[src/spi_cfg.svh]
// spi master configuration
`ifndef SPI_CFG_SVH
`define SPI_CFG_SVH

// bus and data widths
`define SPI_DATA_W      32
`define SPI_ADR_W       5

// entries in each of the three FIFOs
`define SPI_FIFO_DEPTH  8

// register offsets
`define SPI_ADR_CTRL    5'h00
`define SPI_ADR_STAT    5'h04
`define SPI_ADR_RDAT    5'h08
`define SPI_ADR_WDAT    5'h0C
`define SPI_ADR_CMD     5'h10

// CTRL layout, divider sits in the top half
`define SPI_SCK_DIV_W   16

// command word layout
`define SPI_CMD_LEN_W     9   // byte count minus one
`define SPI_CMD_HOLD_BIT  9
`define SPI_CMD_MODE_LSB  12  // two mode bits from here

`endif

[src/spi_pkg.sv]
// spi master types
`default_nettype none

`include "spi_cfg.svh"

package spi_pkg;

   typedef logic [`SPI_DATA_W-1:0] word_t;

   typedef enum logic [1:0] {
      SPI_MODE_DUMMY     = 2'd0,
      SPI_MODE_READ      = 2'd1,
      SPI_MODE_WRITE     = 2'd2,
      SPI_MODE_DUMMY_ALT = 2'd3   // read+write pattern, clocks only
   } spi_mode_e;

   typedef struct packed {
      logic [`SPI_SCK_DIV_W-1:0]              sck_div;
      logic [`SPI_DATA_W-`SPI_SCK_DIV_W-5:0] rsvd;
      logic                                  cpol;
      logic                                  cpha;
      logic                                  soft_rst;
      logic                                  en;
   } ctrl_t;

   typedef struct packed {
      logic [`SPI_DATA_W-`SPI_CMD_MODE_LSB-3:0]       rsvd_hi;
      spi_mode_e                                      mode;
      logic [`SPI_CMD_MODE_LSB-`SPI_CMD_HOLD_BIT-2:0] rsvd_lo;
      logic                                           cs_hold;
      logic [`SPI_CMD_LEN_W-1:0]                      length;
   } cmd_t;

   typedef struct packed {
      logic cmd_empty;
      logic cmd_full;
      logic rx_empty;
      logic rx_full;
      logic tx_empty;
      logic tx_full;
   } stat_t;

   typedef struct packed {
      logic                  cyc;
      logic                  stb;
      logic                  we;
      logic [`SPI_ADR_W-1:0] adr;
      word_t                 dat;
   } wb_req_t;

   typedef struct packed {
      logic  ack;
      word_t dat;
   } wb_rsp_t;

endpackage

`default_nettype wire

[src/spi_fifo.sv]
// synchronous fifo
`timescale 1ns/10ps
`default_nettype none

`include "spi_cfg.svh"

module spi_fifo #(
   parameter type payload_t = spi_pkg::word_t,
   parameter int  DEPTH     = `SPI_FIFO_DEPTH
) (
   input  logic     clk_i,
   input  logic     rst_i,
   input  logic     flush_i,
   input  logic     push_i,
   input  payload_t data_i,
   input  logic     pop_i,
   output payload_t data_o,
   output logic     empty_o,
   output logic     full_o
);
   localparam int PTR_W = (DEPTH > 1) ? $clog2(DEPTH) : 1;
   localparam int CNT_W = $clog2(DEPTH + 1);

   payload_t         mem [DEPTH];
   logic [PTR_W-1:0] wr_ptr_q, rd_ptr_q;
   logic [CNT_W-1:0] cnt_q;
   logic             do_push, do_pop;

   function automatic logic [PTR_W-1:0] ptr_inc(input logic [PTR_W-1:0] p);
      ptr_inc = (p == PTR_W'(DEPTH - 1)) ? '0 : p + 1'b1;
   endfunction

   assign full_o  = (cnt_q == CNT_W'(DEPTH));
   assign empty_o = (cnt_q == '0);
   assign do_push = push_i & ~full_o;   // writes to a full fifo are dropped
   assign do_pop  = pop_i & ~empty_o;
   assign data_o  = mem[rd_ptr_q];

   always_ff @(posedge clk_i) begin
      if (rst_i | flush_i) begin
         wr_ptr_q <= '0;
         rd_ptr_q <= '0;
         cnt_q    <= '0;
      end else begin
         if (do_push) wr_ptr_q <= ptr_inc(wr_ptr_q);
         if (do_pop) rd_ptr_q <= ptr_inc(rd_ptr_q);
         if (do_push & ~do_pop) cnt_q <= cnt_q + 1'b1;
         else if (do_pop & ~do_push) cnt_q <= cnt_q - 1'b1;
      end
   end

   always_ff @(posedge clk_i) begin
      if (do_push) mem[wr_ptr_q] <= data_i;
   end

endmodule

`default_nettype wire

[src/spi_master_top.sv]
// wishbone spi master
`timescale 1ns/10ps
`default_nettype none

`include "spi_cfg.svh"

module spi_master_top (
   input  logic                   clk_i,
   input  logic                   rst_i,
   input  logic                   wb_cyc_i,
   input  logic                   wb_stb_i,
   input  logic                   wb_we_i,
   input  logic [`SPI_ADR_W-1:0]  wb_adr_i,
   input  logic [`SPI_DATA_W-1:0] wb_dat_i,
   output logic                   wb_ack_o,
   output logic [`SPI_DATA_W-1:0] wb_dat_o,
   input  logic                   spi_miso_i,
   output logic                   spi_mosi_o,
   output logic                   spi_cs_o,
   output logic                   spi_sck_o
);
   import spi_pkg::*;

   wb_req_t wb_req;
   wb_rsp_t wb_rsp;
   ctrl_t   ctrl;
   cmd_t    cmd;
   word_t   tx_word, rx_word;
   logic    soft_rst;
   logic    cmd_valid, cmd_pop;
   logic    tx_valid, tx_pop;
   logic    rx_ready, rx_push;

   assign wb_req.cyc = wb_cyc_i;
   assign wb_req.stb = wb_stb_i;
   assign wb_req.we  = wb_we_i;
   assign wb_req.adr = wb_adr_i;
   assign wb_req.dat = wb_dat_i;
   assign wb_ack_o   = wb_rsp.ack;
   assign wb_dat_o   = wb_rsp.dat;

   spi_wb_regs u_regs (
      .clk_i (clk_i), .rst_i (rst_i), .wb_i (wb_req), .wb_o (wb_rsp),
      .ctrl_o (ctrl), .soft_rst_o (soft_rst),
      .cmd_o (cmd), .cmd_valid_o (cmd_valid), .cmd_pop_i (cmd_pop),
      .tx_word_o (tx_word), .tx_valid_o (tx_valid), .tx_pop_i (tx_pop),
      .rx_word_i (rx_word), .rx_push_i (rx_push), .rx_ready_o (rx_ready)
   );

   spi_sequencer u_seq (
      .clk_i (clk_i), .rst_i (rst_i), .soft_rst_i (soft_rst), .ctrl_i (ctrl),
      .cmd_i (cmd), .cmd_valid_i (cmd_valid), .cmd_pop_o (cmd_pop),
      .tx_word_i (tx_word), .tx_valid_i (tx_valid), .tx_pop_o (tx_pop),
      .rx_word_o (rx_word), .rx_push_o (rx_push), .rx_ready_i (rx_ready),
      .spi_miso_i (spi_miso_i), .spi_mosi_o (spi_mosi_o),
      .spi_cs_o (spi_cs_o), .spi_sck_o (spi_sck_o)
   );

endmodule

`default_nettype wire

[src/spi_sequencer.sv]
// spi transfer engine
`timescale 1ns/10ps
`default_nettype none

`include "spi_cfg.svh"

module spi_sequencer (
   input  logic           clk_i,
   input  logic           rst_i,
   input  logic           soft_rst_i,
   input  spi_pkg::ctrl_t ctrl_i,
   input  spi_pkg::cmd_t  cmd_i,
   input  logic           cmd_valid_i,
   output logic           cmd_pop_o,
   input  spi_pkg::word_t tx_word_i,
   input  logic           tx_valid_i,
   output logic           tx_pop_o,
   output spi_pkg::word_t rx_word_o,
   output logic           rx_push_o,
   input  logic           rx_ready_i,
   input  logic           spi_miso_i,
   output logic           spi_mosi_o,
   output logic           spi_cs_o,
   output logic           spi_sck_o
);
   import spi_pkg::*;

   typedef enum logic [1:0] {ST_IDLE, ST_SHIFT, ST_WAIT} state_e;

   state_e                   state_q;
   logic [`SPI_SCK_DIV_W-1:0] div_q;
   logic [3:0]               half_q;    // sck edge within the byte
   logic [1:0]               byte_q;    // byte lane within the word
   logic [`SPI_CMD_LEN_W:0]  rem_q;     // bytes left, current one included
   logic                     rx_pend_q;
   logic                     cs_q, sck_q, mosi_q;
   logic [7:0]               rx_byte_q;
   word_t                    rx_q;

   logic       tick, shift_tick, byte_done, start;
   logic       is_wr, is_rd, can_start;
   logic       last_byte, word_end, wait_go, stall;
   logic       drive_edge, sample_edge;
   logic [2:0] drv_bit;
   logic [1:0] drv_byte;
   logic [7:0] byte_full;
   word_t      rx_ins;

   assign tick       = ctrl_i.en & (div_q == '0);
   assign shift_tick = tick & (state_q == ST_SHIFT);
   assign byte_done  = shift_tick & (half_q == 4'd15);

   assign is_wr     = (cmd_i.mode == SPI_MODE_WRITE);
   assign is_rd     = (cmd_i.mode == SPI_MODE_READ);
   assign can_start = cmd_valid_i & (is_wr ? tx_valid_i : (~is_rd | rx_ready_i));
   assign start     = tick & (state_q == ST_IDLE) & can_start;

   assign last_byte = (rem_q == 1);
   assign word_end  = (byte_q == 2'd3) | last_byte;
   assign wait_go   = ~rx_pend_q | rx_ready_i;
   // hold at the word boundary when data or room is missing
   assign stall     = (is_rd & word_end & ~rx_ready_i) | (is_wr & word_end & ~tx_valid_i);

   // cpha 0 drives on trailing edges, cpha 1 on leading ones
   assign drive_edge  = ctrl_i.cpha ^ half_q[0];
   assign sample_edge = ~drive_edge;
   assign drv_bit     = ctrl_i.cpha ? ~half_q[3:1] : ~(half_q[3:1] + 3'd1);
   assign drv_byte    = (~ctrl_i.cpha & (half_q == 4'd15)) ? byte_q + 2'd1 : byte_q;

   assign byte_full = ctrl_i.cpha ? {rx_byte_q[6:0], spi_miso_i} : rx_byte_q;
   assign rx_ins    = (state_q == ST_SHIFT) ?
                      ({{(`SPI_DATA_W - 8){1'b0}}, byte_full} << {byte_q, 3'b000}) : '0;
   assign rx_word_o = rx_q | rx_ins;

   assign cmd_pop_o = tick & (state_q == ST_WAIT) & wait_go & (rem_q == '0);
   assign tx_pop_o  = shift_tick & is_wr & (half_q == 4'd14) & word_end;
   assign rx_push_o = tick & is_rd & rx_ready_i &
                      ((byte_done & word_end) | ((state_q == ST_WAIT) & rx_pend_q));

   always_ff @(posedge clk_i) begin
      if (rst_i | soft_rst_i) begin
         state_q   <= ST_IDLE;
         div_q     <= '0;
         half_q    <= '0;
         byte_q    <= '0;
         rem_q     <= '0;
         rx_pend_q <= 1'b0;
         cs_q      <= 1'b1;
         sck_q     <= 1'b0;
         mosi_q    <= 1'b0;
      end else if (tick) begin
         div_q <= ctrl_i.sck_div;
         case (state_q)
            ST_IDLE: begin
               sck_q <= ctrl_i.cpol;
               if (can_start) begin
                  state_q <= ST_SHIFT;
                  cs_q    <= 1'b0;
                  half_q  <= '0;
                  byte_q  <= '0;
                  rem_q   <= {1'b0, cmd_i.length} + 1'b1;
                  mosi_q  <= is_wr & tx_word_i[7];
               end else begin
                  div_q <= '0;   // keep deciding every cycle
               end
            end
            ST_SHIFT: begin
               sck_q  <= ~sck_q;
               half_q <= half_q + 4'd1;
               if (half_q != 4'd15) begin
                  if (drive_edge) mosi_q <= is_wr & tx_word_i[{drv_byte, drv_bit}];
               end else begin
                  rem_q     <= rem_q - 1'b1;
                  byte_q    <= byte_q + 2'd1;
                  rx_pend_q <= is_rd & word_end & ~rx_ready_i;
                  if (last_byte | stall) state_q <= ST_WAIT;
                  else if (drive_edge) mosi_q <= is_wr & tx_word_i[{drv_byte, drv_bit}];
               end
            end
            ST_WAIT: begin
               if (wait_go) begin
                  rx_pend_q <= 1'b0;
                  if (rem_q == '0) begin
                     state_q <= ST_IDLE;
                     cs_q    <= ~cmd_i.cs_hold;
                     mosi_q  <= 1'b0;
                  end else if (~is_wr | tx_valid_i) begin
                     state_q <= ST_SHIFT;   // resume half a period before the next edge
                     mosi_q  <= is_wr & tx_word_i[{byte_q, 3'd7}];
                  end
               end
            end
            default: state_q <= ST_IDLE;
         endcase
      end else if (ctrl_i.en) begin
         div_q <= div_q - 1'b1;
      end
   end

   always_ff @(posedge clk_i) begin
      if (shift_tick & sample_edge) rx_byte_q <= {rx_byte_q[6:0], spi_miso_i};
      if (start | rx_push_o) rx_q <= '0;
      else if (byte_done) rx_q <= rx_word_o;   // partial word, kept until pushed
   end

   assign spi_cs_o   = cs_q;
   assign spi_sck_o  = sck_q;
   assign spi_mosi_o = mosi_q;

endmodule

`default_nettype wire

[src/spi_wb_regs.sv]
// wishbone register front end
`timescale 1ns/10ps
`default_nettype none

`include "spi_cfg.svh"

module spi_wb_regs (
   input  logic             clk_i,
   input  logic             rst_i,
   input  spi_pkg::wb_req_t wb_i,
   output spi_pkg::wb_rsp_t wb_o,
   output spi_pkg::ctrl_t   ctrl_o,
   output logic             soft_rst_o,
   output spi_pkg::cmd_t    cmd_o,
   output logic             cmd_valid_o,
   input  logic             cmd_pop_i,
   output spi_pkg::word_t   tx_word_o,
   output logic             tx_valid_o,
   input  logic             tx_pop_i,
   input  spi_pkg::word_t   rx_word_i,
   input  logic             rx_push_i,
   output logic             rx_ready_o
);
   import spi_pkg::*;

   ctrl_t ctrl_q;
   ctrl_t ctrl_wr;
   cmd_t  cmd_wr;
   cmd_t  cmd_head;
   word_t tx_head;
   word_t rx_head;
   word_t rd_data;
   word_t dat_q;
   stat_t stat;
   logic  ack_q;
   logic  acc, wr_acc, rd_acc;
   logic  cmd_push, tx_push, rx_pop;
   logic  cmd_empty, cmd_full;
   logic  tx_empty, tx_full;
   logic  rx_empty, rx_full;

   // new access only while ack is low
   assign acc    = wb_i.cyc & wb_i.stb & ~ack_q;
   assign wr_acc = acc & wb_i.we;
   assign rd_acc = acc & ~wb_i.we;

   assign cmd_push = wr_acc & (wb_i.adr == `SPI_ADR_CMD);
   assign tx_push  = wr_acc & (wb_i.adr == `SPI_ADR_WDAT);
   assign rx_pop   = rd_acc & (wb_i.adr == `SPI_ADR_RDAT) & ~rx_empty;

   // reserved fields always read back as zero
   always_comb begin
      ctrl_wr         = ctrl_t'(wb_i.dat);
      ctrl_wr.rsvd    = '0;
      cmd_wr          = cmd_t'(wb_i.dat);
      cmd_wr.rsvd_hi  = '0;
      cmd_wr.rsvd_lo  = '0;
   end

   assign stat.cmd_empty = cmd_empty;
   assign stat.cmd_full  = cmd_full;
   assign stat.rx_empty  = rx_empty;
   assign stat.rx_full   = rx_full;
   assign stat.tx_empty  = tx_empty;
   assign stat.tx_full   = tx_full;

   always_comb begin
      case (wb_i.adr)
         `SPI_ADR_CTRL: rd_data = ctrl_q;
         `SPI_ADR_STAT: rd_data = {{(`SPI_DATA_W - $bits(stat_t)){1'b0}}, stat};
         `SPI_ADR_RDAT: rd_data = rx_empty ? '0 : rx_head;
         `SPI_ADR_CMD:  rd_data = cmd_empty ? '0 : cmd_head;
         default:       rd_data = '0;
      endcase
   end

   // soft reset bit clears itself along with the rest of CTRL
   always_ff @(posedge clk_i) begin
      if (rst_i | ctrl_q.soft_rst) ctrl_q <= '0;
      else if (wr_acc & (wb_i.adr == `SPI_ADR_CTRL)) ctrl_q <= ctrl_wr;
   end

   always_ff @(posedge clk_i) begin
      if (rst_i) ack_q <= 1'b0;
      else ack_q <= acc;   // single cycle, one clock after the request
   end

   always_ff @(posedge clk_i) begin
      if (acc) dat_q <= rd_data;
   end

   spi_fifo #(.payload_t(cmd_t)) u_cmd_fifo (
      .clk_i   (clk_i),
      .rst_i   (rst_i),
      .flush_i (soft_rst_o),
      .push_i  (cmd_push),
      .data_i  (cmd_wr),
      .pop_i   (cmd_pop_i),
      .data_o  (cmd_head),
      .empty_o (cmd_empty),
      .full_o  (cmd_full)
   );

   spi_fifo #(.payload_t(word_t)) u_tx_fifo (
      .clk_i   (clk_i),
      .rst_i   (rst_i),
      .flush_i (soft_rst_o),
      .push_i  (tx_push),
      .data_i  (wb_i.dat),
      .pop_i   (tx_pop_i),
      .data_o  (tx_head),
      .empty_o (tx_empty),
      .full_o  (tx_full)
   );

   spi_fifo #(.payload_t(word_t)) u_rx_fifo (
      .clk_i   (clk_i),
      .rst_i   (rst_i),
      .flush_i (soft_rst_o),
      .push_i  (rx_push_i),
      .data_i  (rx_word_i),
      .pop_i   (rx_pop),
      .data_o  (rx_head),
      .empty_o (rx_empty),
      .full_o  (rx_full)
   );

   assign wb_o.ack    = ack_q;
   assign wb_o.dat    = dat_q;
   assign ctrl_o      = ctrl_q;
   assign soft_rst_o  = ctrl_q.soft_rst;
   assign cmd_o       = cmd_head;
   assign cmd_valid_o = ~cmd_empty;
   assign tx_word_o   = tx_head;
   assign tx_valid_o  = ~tx_empty;
   assign rx_ready_o  = ~rx_full;

endmodule

`default_nettype wire

[config.mk]
export PLATFORM = sky130hd
export DESIGN_NAME = spi_master_top
export DESIGN_NICKNAME = d
export VERILOG_FILES = /design/src/spi_pkg.sv /design/src/spi_fifo.sv /design/src/spi_master_top.sv /design/src/spi_sequencer.sv /design/src/spi_wb_regs.sv
export VERILOG_INCLUDE_DIRS = /design/src
export SDC_FILE = /design/constraint.sdc
export NUM_CORES = 1
export LEC_CHECK = 0
export BUFFER_PORTS_ARGS = -buffer_cell sky130_fd_sc_hd__buf_4
export CAP_MARGIN = 10
export CORE_AREA = 2 2 303 305
export DETAILED_ROUTE_END_ITERATION = 7
export DIE_AREA = 0 0 305 307
export PLACE_DENSITY = 0.51
export SLEW_MARGIN = 20
export SYNTH_ARGS = -nofsm -noshare
export SYNTH_HDL_FRONTEND = slang
export SYNTH_SLANG_ARGS = --single-unit
[constraint.sdc]
create_clock -name clk_i -period 13.5 [get_ports clk_i]
set_input_delay 1.35 -clock clk_i [delete_from_list [all_inputs] [get_ports clk_i]]
set_output_delay 1.35 -clock clk_i [all_outputs]
set_load 0.01 [all_outputs]
==> metrics.txt, run 1 <==
post-synthesis async set-or-reset flop share 0; IO Pins 79; Critical Path AT roughly 5000 ps; CTS H-tree depth 3; EDFF count, synth 648; maximum vdd drop 94.45 uV; min cycle time layout 4572 ps; Synth area leader edfxtp_1; Core ar. 90690 um2; Max Cap Viol 0; Die Ht approximately 310 um; PwrDens 137.4 nW/um2; first-pass GRT wire length 114.1 mm; clock power share 0.470; die area 93640 um2; TritonCTS buffer count 84; Rel. slew slack 0.2637; Critical Path RT 14050 ps; register area 22070 um2; worst hold path class register to register; synth warn 0; drt pass-1 iters 5; Synth Cell Area 31290 um2; detailed-route wire length per cell around 23 um; startpoint types register; initial antenna violation count 1; Synth Register Bits 778; TritonCTS clock tree done; Synth Instances ~1900; GRT overflow 0; Sw Share 0.1953; final setup fails 0; worst-path fanout max 24; via-per-instance ratio 5.212; Clock Latency Late Sink approximately 630 ps; fill count roughly 8300; vias 17060; vias in the first global route 17880; hpwl dp 47.16 mm; Final Skew 21.04 ps; Area contributors post-synth edfxtp_1, mux4_2, dfxtp_1; Cell variety after synth between 60 and 70; Psw 973.4 uW; Longest Clk Path Bufs 3; Iter 0 DRT Violations 1445; Worst-Margin Slew 1103 ps; Routed WL 75.50 mm; fin crit share 0.3387; worst hold slack 471.0 ps; layout cell share with drive strength beyond 1 0.2254; area occupied by multi-input gates 8894 um2; remaining antenna violation count 0; post_cts resized 0; Setup Buffers After CTS 0; crit end category register; Setup CP Type register to register; Syn Nets 1984; DRC violations left 0; GRT Total Usage 0.1623; Finished Core Util 0.4000; CTS root buf clkbuf_16; Placer Congestion approximately 0.79; ys flop type edfxtp_1; Synth top area share 0.6219; Leak 11.51 nW; Comb pwr share 0.011; Rows around 110; Fmax 218.7 MHz; Hold Vio Cnt, Final 0; Initial Util 0.3450; setup TNS 0 ps; max-slew violations 0; Seq pwr share 0.519; nets roughly 2100; internal power 4.010 mW; largest net degree at the start of global routing 65; Clk pin slew, worst setup/hold paths ~60 ps; Die Span X 305 um; Seq/Total Area, Yosys 0.7050; PortBufs 78; # hold bufs at CTS 0; unrepaired setup endpoints after global routing no; Avg Cell Area, Syn 16.41 um2; area delta synth->final 15.93%; status completed; clk sinks approximately 800
## metal layers
metal  routed length (um)  vias to the layer above  GRT usage
met2                37430                      355     0.2781
li1                     -                     7708          -
met3                 2846                      112    0.02240
met5                    0                        -          0
met4                 1728                        0    0.04363
met1                33490                     8885     0.2169
## layout by cell type (no fill, tap or decap), types with 30 or more instances in the layout
| cell | n |
|---|---|
| nor2_1 | 117 |
| mux2i_1 | 72 |
| nand3_1 | 31 |
| edfxtp_1 | 648 |
| buf_4 | 117 |
| mux4_2 | 152 |
| dfxtp_1 | 124 |
| a21oi_1 | 110 |
| nand2_1 | 140 |
| o21ai_0 | 58 |
| ha_1 | 31 |
| a21o_1 | 30 |
| clkbuf_16 | 87 |
## per-stage QoR
stage	std cells	instance area, um2	setup slack, ps	power [mW]
detailed placement	3115	33390	8877	2.693
finish	3273	36270	8928	4.983
global placement	3115	33390	8892	2.691
global route	3271	36270	8556	5.142
CTS	3271	36230	8953	5.047
floorplan	1907	31290	7751	2.652
## layout make-up
type,count,share of cell area
repair buffers,118,0.02452
multi-input cells,1010,0.2452
well taps,1186,0.04091
clock buffers,109,0.06395
diodes,2,0.0001380
flip-flops and latches,778,0.6085
inverters,23,0.002380
clock inverters,47,0.01442
## power groups by stage
stage | Combinational [mW] | Sequential (mW) | Clock (mW)
2_1_floorplan | 0.0113 | 2.64 | 0
3_3_place_gp | 0.0524 | 2.64 | 0
3_5_place_dp | 0.0540 | 2.64 | 0
4_1_cts | 0.0539 | 2.59 | 2.41
5_1_grt | 0.0574 | 2.59 | 2.50
6_report | 0.0526 | 2.59 | 2.34
## worst max-delay path: stages (launching register included)
cell and delay (ps):
dfxtp_1 800, nand3_1 260, nor4_4 650, nand2_1 250, nor4_1 750, inv_1 220
ha_1 270, inv_1 130, ha_1 240, a21o_1 180, a21oi_1 180, xnor2_1 90
or3_1 310, a21oi_1 150
## cell usage after synthesis (all sizes together), types with 5 or more instances
master / instances
a21o: 30
a21oi: 111
a221oi: 7
a22oi: 5
a31oi: 8
a41o: 8
and2: 8
buf: 46
clkbuf: 50
dfxtp: 130
edfxtp: 648
ha: 31
inv: 21
mux2: 15
mux2i: 72
mux4: 152
nand2: 140
nand2b: 14
nand3: 32
nand4: 7
nor2: 133
nor3: 33
nor3b: 12
nor4: 19
o211ai: 5
o21ai: 60
o22ai: 11
or2: 7
or3: 11
xnor2: 13
xor2: 15
## state kept, by name (all words and copies together), names as in the netlist, 2 cells and up, named ones only
name	cells
u_regs.ctrl_o	19
u_regs.dat_q	32
u_regs.u_cmd_fifo.cnt_q	4
u_regs.u_cmd_fifo.mem	96
u_regs.u_cmd_fifo.rd_ptr_q	3
u_regs.u_cmd_fifo.wr_ptr_q	3
u_regs.u_rx_fifo.cnt_q	4
u_regs.u_rx_fifo.mem	256
u_regs.u_rx_fifo.rd_ptr_q	3
u_regs.u_rx_fifo.wr_ptr_q	3
u_regs.u_tx_fifo.cnt_q	4
u_regs.u_tx_fifo.mem	256
u_regs.u_tx_fifo.rd_ptr_q	3
u_regs.u_tx_fifo.wr_ptr_q	3
u_seq.byte_q	2
u_seq.div_q	16
u_seq.half_q	4
u_seq.rem_q	10
u_seq.rx_byte_q	8
u_seq.rx_q	32
u_seq.state_q	2
## cells by family after synthesis
kind of cell	synth area share
flops	0.7050
simple gates	0.06582
compound gates	0.05314
mux	0.1378
buf+inv	0.01571
fa+ha+maj	0.01463
xor+xnor	0.007837
## path summary, 6_finish.rpt
| kind | start | to | slack [ps] | depth (start not counted) |
|---|---|---|---|---|
| setup / recovery | u_regs.ctrl_o[0] | u_regs.u_tx_fifo.cnt_q[3] | 8930 | 13 |
| hold reg to reg | u_seq.rx_q[16] | u_seq.rx_q[16] | 470 | 2 |
| hold / removal | u_seq.rx_q[16] | u_seq.rx_q[16] | 470 | 2 |
| setup reg to reg | u_regs.ctrl_o[0] | u_regs.u_tx_fifo.cnt_q[3] | 8930 | 13 |
Power figures use the tool's default switching activity.
==> run 2, diff against run 1 <==
clock period = 4.25 ns   (was 13.5 ns; I/O delays follow)
==> metrics.txt, run 2 (same netlist as run 1, synthesis figures left out) <==
status completed; WHS Endpoint u_regs.u_tx_fifo.mem[5][11]; first-pass GRT wire length 116.8 mm; Routed WL 78.36 mm; Critical Path RT between 4000 and 5000 ps; post_cts resized 0; Top delay family on crit path simple AND/OR/NAND/NOR gates; Fmax 267.3 MHz; most frequent cells in the layout edfxtp_1, buf_4, mux4_2; Hold Path Depth 1; nets 2142; setup TNS 0 ps; worst r2r src u_seq.div_q[7]; Die Ht approximately 310 um; largest net degree at the start of global routing 48; Psw 3.080 mW; Comb pwr share 0.011; R2R depth 13; unrepaired setup endpoints after global routing no; Setup Buffers After CTS 0; Core ar. 90690 um2; vias in the first global route approximately 18000; FF-to-FF setup slack 510 ps; Rows ~110; HP Start wb_dat_i[11]; IO Pins 79; layout cell share with drive strength beyond 1 0.2304; Longest Clk Path Bufs 3; most common cell after layout, fill and taps aside edfxtp_1; vias about 17000; Slowest-stage cell, CP or4_1; worst hold path class primary input to register; Hold Vio Cnt, Final 0; Rel. slew slack 0.3273; drt pass-1 iters 5; area delta synth->final 16.90%; Final Non-Filler Cells ~3300; Iter 0 DRT Violations approximately 1300; crit end category register; startpoint types register; DRC violations left 0; crit-path max cell delay between 600 and 700 ps; TritonCTS buffer count 86; GRT overflow 0; CTS root buf clkbuf_16; detailed-route wire length per cell around 24 um; die area 93640 um2; Worst-Margin Slew about 1000 ps; fin crit share 0.8804; CP Cell Sequence nor4_2 -> nand2b_1 -> or4_1 -> buf_4 -> nor4_4 -> ha_1 -> inv_1 -> ha_1 -> a21o_1 -> a21oi_1 -> xnor2_1 -> or3_1 -> a21oi_1; worst path buffer plus inverter count 2; min cycle time layout 3742 ps; via-per-instance ratio 5.263; initial antenna violation count 0; final setup fails 0; PwrDens 426.3 nW/um2; maximum vdd drop 285.9 uV; Final Skew 30.33 ps; PortBufs approximately 80; Placed Cells 3159; Setup CP Type register to register; max-slew violations 0; Finished Core Util 0.4034; TritonCTS clock tree done; Regs by FF count u_regs.u_rx_fifo.mem: 256 flops, u_regs.u_tx_fifo.mem: 256 flops, u_regs.u_cmd_fifo.mem: 96 flops; Max Cap Viol 0; Die Span X 305 um; clock power share 0.462; worst r2r dst u_regs.u_rx_fifo.cnt_q[3]; Critical Path AT 4290 ps; clk sinks 778; remaining antenna violation count 0; Initial Util 0.3450; Seq pwr share 0.527; Leak ~12 nW; hpwl dp 49.57 mm; Clock Latency Late Sink between 600 and 700 ps; worst hold slack 45.13 ps; CTS H-tree depth 3; Clk pin slew, worst setup/hold paths 60 ps; Sw Share 0.1975; internal power between 10 and 15 mW; antenna cells 0; worst-path fanout max 19; GRT Total Usage 0.1666; Placer Congestion 0.8360
[run 2: per-layer routing]
layer  share of wire  track usage  vias to the layer above  wire length, um
met4           0.024      0.04881                        0             1859
li1                -            -                     7804                -
met1            0.44       0.2226                     9126            34740
met3           0.039      0.02467                      113             3072
met5               0            0                        -                0
met2            0.49       0.2824                      416            38680
[run 2: worst max-delay path by stage]
stage / startpoint / endpoint / slack [ps] / depth (start not counted)
after floorplan: wb_cyc_i / u_regs.u_tx_fifo.mem[6][0] / 280 / 8
after global placement: u_seq.div_q[7] / u_regs.u_cmd_fifo.cnt_q[3] / 500 / 13
after detailed placement: u_seq.div_q[7] / u_regs.u_rx_fifo.cnt_q[3] / 540 / 13
after CTS: u_seq.div_q[7] / u_regs.u_rx_fifo.cnt_q[3] / 510 / 13
after global routing: u_seq.div_q[7] / u_regs.u_rx_fifo.cnt_q[3] / 250 / 13
final: u_seq.div_q[7] / u_regs.u_rx_fifo.cnt_q[3] / 510 / 13
[run 2: what timing repair did]
| action | CTS | global route |
|---|---|---|
| hold endpoints to repair | 20 | 0 |
| hold buffers | 4 | 0 |
| setup endpoints to repair | 0 | 0 |
[run 2: cell type report]
type | count | area (um2)
fill | 8254 | 54110
timing repair buffer | 166 | 1294
multi-input combinational | 1010 | 8911
tap | 1186 | 1484
inverter | 23 | 86.33
clock buffer | 119 | 2400
clock inverter | 35 | 331.6
sequential | 778 | 22070
[run 2: per-stage QoR]
step	instance area, um2	worst slack, ps	total power, mW
global placement	33810	497.3	8.546
floorplan	31330	282.8	8.424
CTS	36580	512.1	15.79
global route	36580	247.1	16.08
finish	36580	508.4	15.59
detailed placement	33810	540.1	8.553
[run 2: worst register-to-register path, cell delays in order, from the launching register on]
cell	delay [ps]
dfxtp_1	370
nor4_2	340
nand2b_1	200
or4_1	640
buf_4	270
nor4_4	340
ha_1	240
inv_1	100
ha_1	310
a21o_1	180
a21oi_1	170
xnor2_1	90
or3_1	300
a21oi_1	140
[run 2: power by group through the flow]
stage               sequential, mW  clock, mW  combinational [mW]
finish                        8.22       7.20               0.171
floorplan                     8.39          0              0.0357
global route                  8.22       7.68               0.186
CTS                           8.22       7.39               0.174
detailed placement            8.38          0               0.171
global placement              8.38          0               0.164
==> run 3, diff against run 2 <==
CTS_CLUSTER_DIAMETER = 80   (was default)
MAX_ROUTING_LAYER = met4   (was default)
==> metrics.txt, run 3 (same netlist as run 1, synthesis figures left out) <==
worst hold path class primary input to register; wire length on met2 38.69 mm; CTS H-tree depth 3; PwrDens 423.7 nW/um2; Core ar. 90690 um2; Critical Path AT roughly 4300 ps; CTS root buf clkbuf_16; final setup fails 0; crit-path max cell delay roughly 440 ps; most common cell after layout, fill and taps aside edfxtp_1; Pwr Total between 15 and 20 mW; vias 17460; Setup CP Type register to register; die area between 90000 and 100000 um2; clk sinks 778; Initial Util 0.3450; top sig layer met4; nets between 2000 and 2500; WL met1 34.04 mm; Setup WS pre-CTS 483.4 ps; Rows about 110; startpoint types register; Routed WL 78.39 mm; Placer Congestion 0.8289; fin crit share 0.8868; CP Cell Sequence nor4_2 -> nand2b_1 -> nor4_4 -> nand2_1 -> nor4_1 -> inv_1 -> ha_1 -> inv_1 -> ha_1 -> a21o_1 -> a21oi_1 -> xnor2_1 -> or3_1 -> a21oi_1; Longest Clk Path Bufs 3; Worst-Margin Slew 1012 ps; Iter 0 DRT Violations about 1200; first-pass GRT wire length 118.2 mm; Hold Vio Cnt, Final 0; setup TNS 0 ps; register area ~22000 um2; layout cell share with drive strength beyond 1 0.2291; Clock Latency Late Sink 650 ps; TritonCTS buffer count 84; worst path buffer plus inverter count 2; maximum vdd drop 256.7 uV; Top delay family on crit path simple AND/OR/NAND/NOR gates; Clk pin slew, worst setup/hold paths 60 ps; Regs by FF count u_regs.u_rx_fifo.mem: 256 flops, u_regs.u_tx_fifo.mem: 256 flops, u_regs.u_cmd_fifo.mem: 96 flops; vias in the first global route 18370; # hold bufs at CTS 9; area occupied by multi-input gates 8909 um2; hpwl dp 49.71 mm; GRT overflow 0; min cycle time layout 3769 ps; Max Cap Viol 0; IO Pins 79; PortBufs 78; Critical Path RT 4820 ps; max-slew violations 0; worst-path fanout max 6; Rel. slew slack 0.3185; fill count between 8000 and 9000; DRC violations left 0; via-per-instance ratio 5.257; Setup Buffers After CTS 0; Die Span X 305 um; area delta synth->final 17.01%; detailed-route wire length per cell 23.60 um; remaining antenna violation count 0; unrepaired setup endpoints after global routing no; Leak approximately 12 nW; drt pass-1 iters 6; largest net degree at the start of global routing 42; Fmax 265.3 MHz; most frequent cells in the layout edfxtp_1, mux4_2, buf_4; met3 WL 3.544 mm; initial antenna violation count 2; GRT Total Usage 0.1737; post_cts resized 0; Die Ht 307 um; TritonCTS clock tree done; status completed; Final Skew 18.57 ps; Worst Setup Slack, final 481.2 ps; crit end category register; Slowest-stage cell, CP nor4_1
[run 3: changes by cell type in the layout (fill, tap and decap cells not counted), moves of 3 or more]
| cell | delta |
|---|---|
| buf_12 | +4 |
| clkinvlp_4 | -4 |
| buf_4 | -8 |
| clkbuf_16 | -5 |
| dlygate4sd3_1 | +5 |
| clkinv_4 | +3 |
| clkinv_2 | +6 |
[run 3: where the power goes]
group          switching (mW)  leakage, nW  internal, mW  total, mW
Clock                    3.00         1.32          4.12       7.12
Sequential            0.00678         6.79          8.21       8.22
Combinational           0.115         3.77        0.0568      0.172
Total                    3.12         11.9          12.4       15.5
[run 3: worst reg2reg max path, delay by kind of cell, from the launching register on]
| family | cells | cell delay (ps) |
|---|---|---|
| AOI/OAI and AO/OA | 3 | 530 |
| xor gates and xnor gates | 1 | 110 |
| adders and majority gates | 2 | 490 |
| buffers and inverters | 2 | 280 |
| DFF | 1 | 370 |
| and+or+nand+nor | 6 | 1940 |
[run 3: path summary, 6_finish.rpt]
path / end / depth (start not counted) / slack (ps) / from
min: u_regs.u_tx_fifo.mem[7][17] / 1 / 40 / wb_dat_i[17]
max reg2reg: u_regs.u_tx_fifo.cnt_q[3] / 14 / 480 / u_seq.div_q[7]
min reg2reg: u_seq.rx_q[0] / 2 / 470 / u_seq.rx_q[0]
max: u_regs.u_tx_fifo.cnt_q[3] / 14 / 480 / u_seq.div_q[7]
[run 3: through the flow]
step / instance area (um2) / std cells / hold WS (ps) / util
global placement: 33830 / 3155 / 451.1 / 0.3730
CTS: 36610 / 3320 / 4.038 / 0.4037
detailed placement: 33830 / 3155 / 453.6 / 0.3730
global route: 36610 / 3320 / 21.38 / 0.4037
finish: 36620 / 3321 / 38.81 / 0.4037
floorplan: 31330 / 1907 / 438.6 / -
[run 3: final cells by class]
class                      instances  area share
tap                             1186     0.04053
clock buffer                     110     0.06117
antenna                            1  0.00006834
sequential                       778      0.6029
inverter                          23    0.002358
multi-input combinational       1010      0.2433
timing repair buffer             167     0.03725
clock inverter                    46     0.01247
[run 3: per-layer routing]
metal,vias up,global-route usage
met5,-,-
met4,0,0.04997
li1,7824,-
met3,143,0.03094
met2,431,0.2860
met1,9059,0.2208
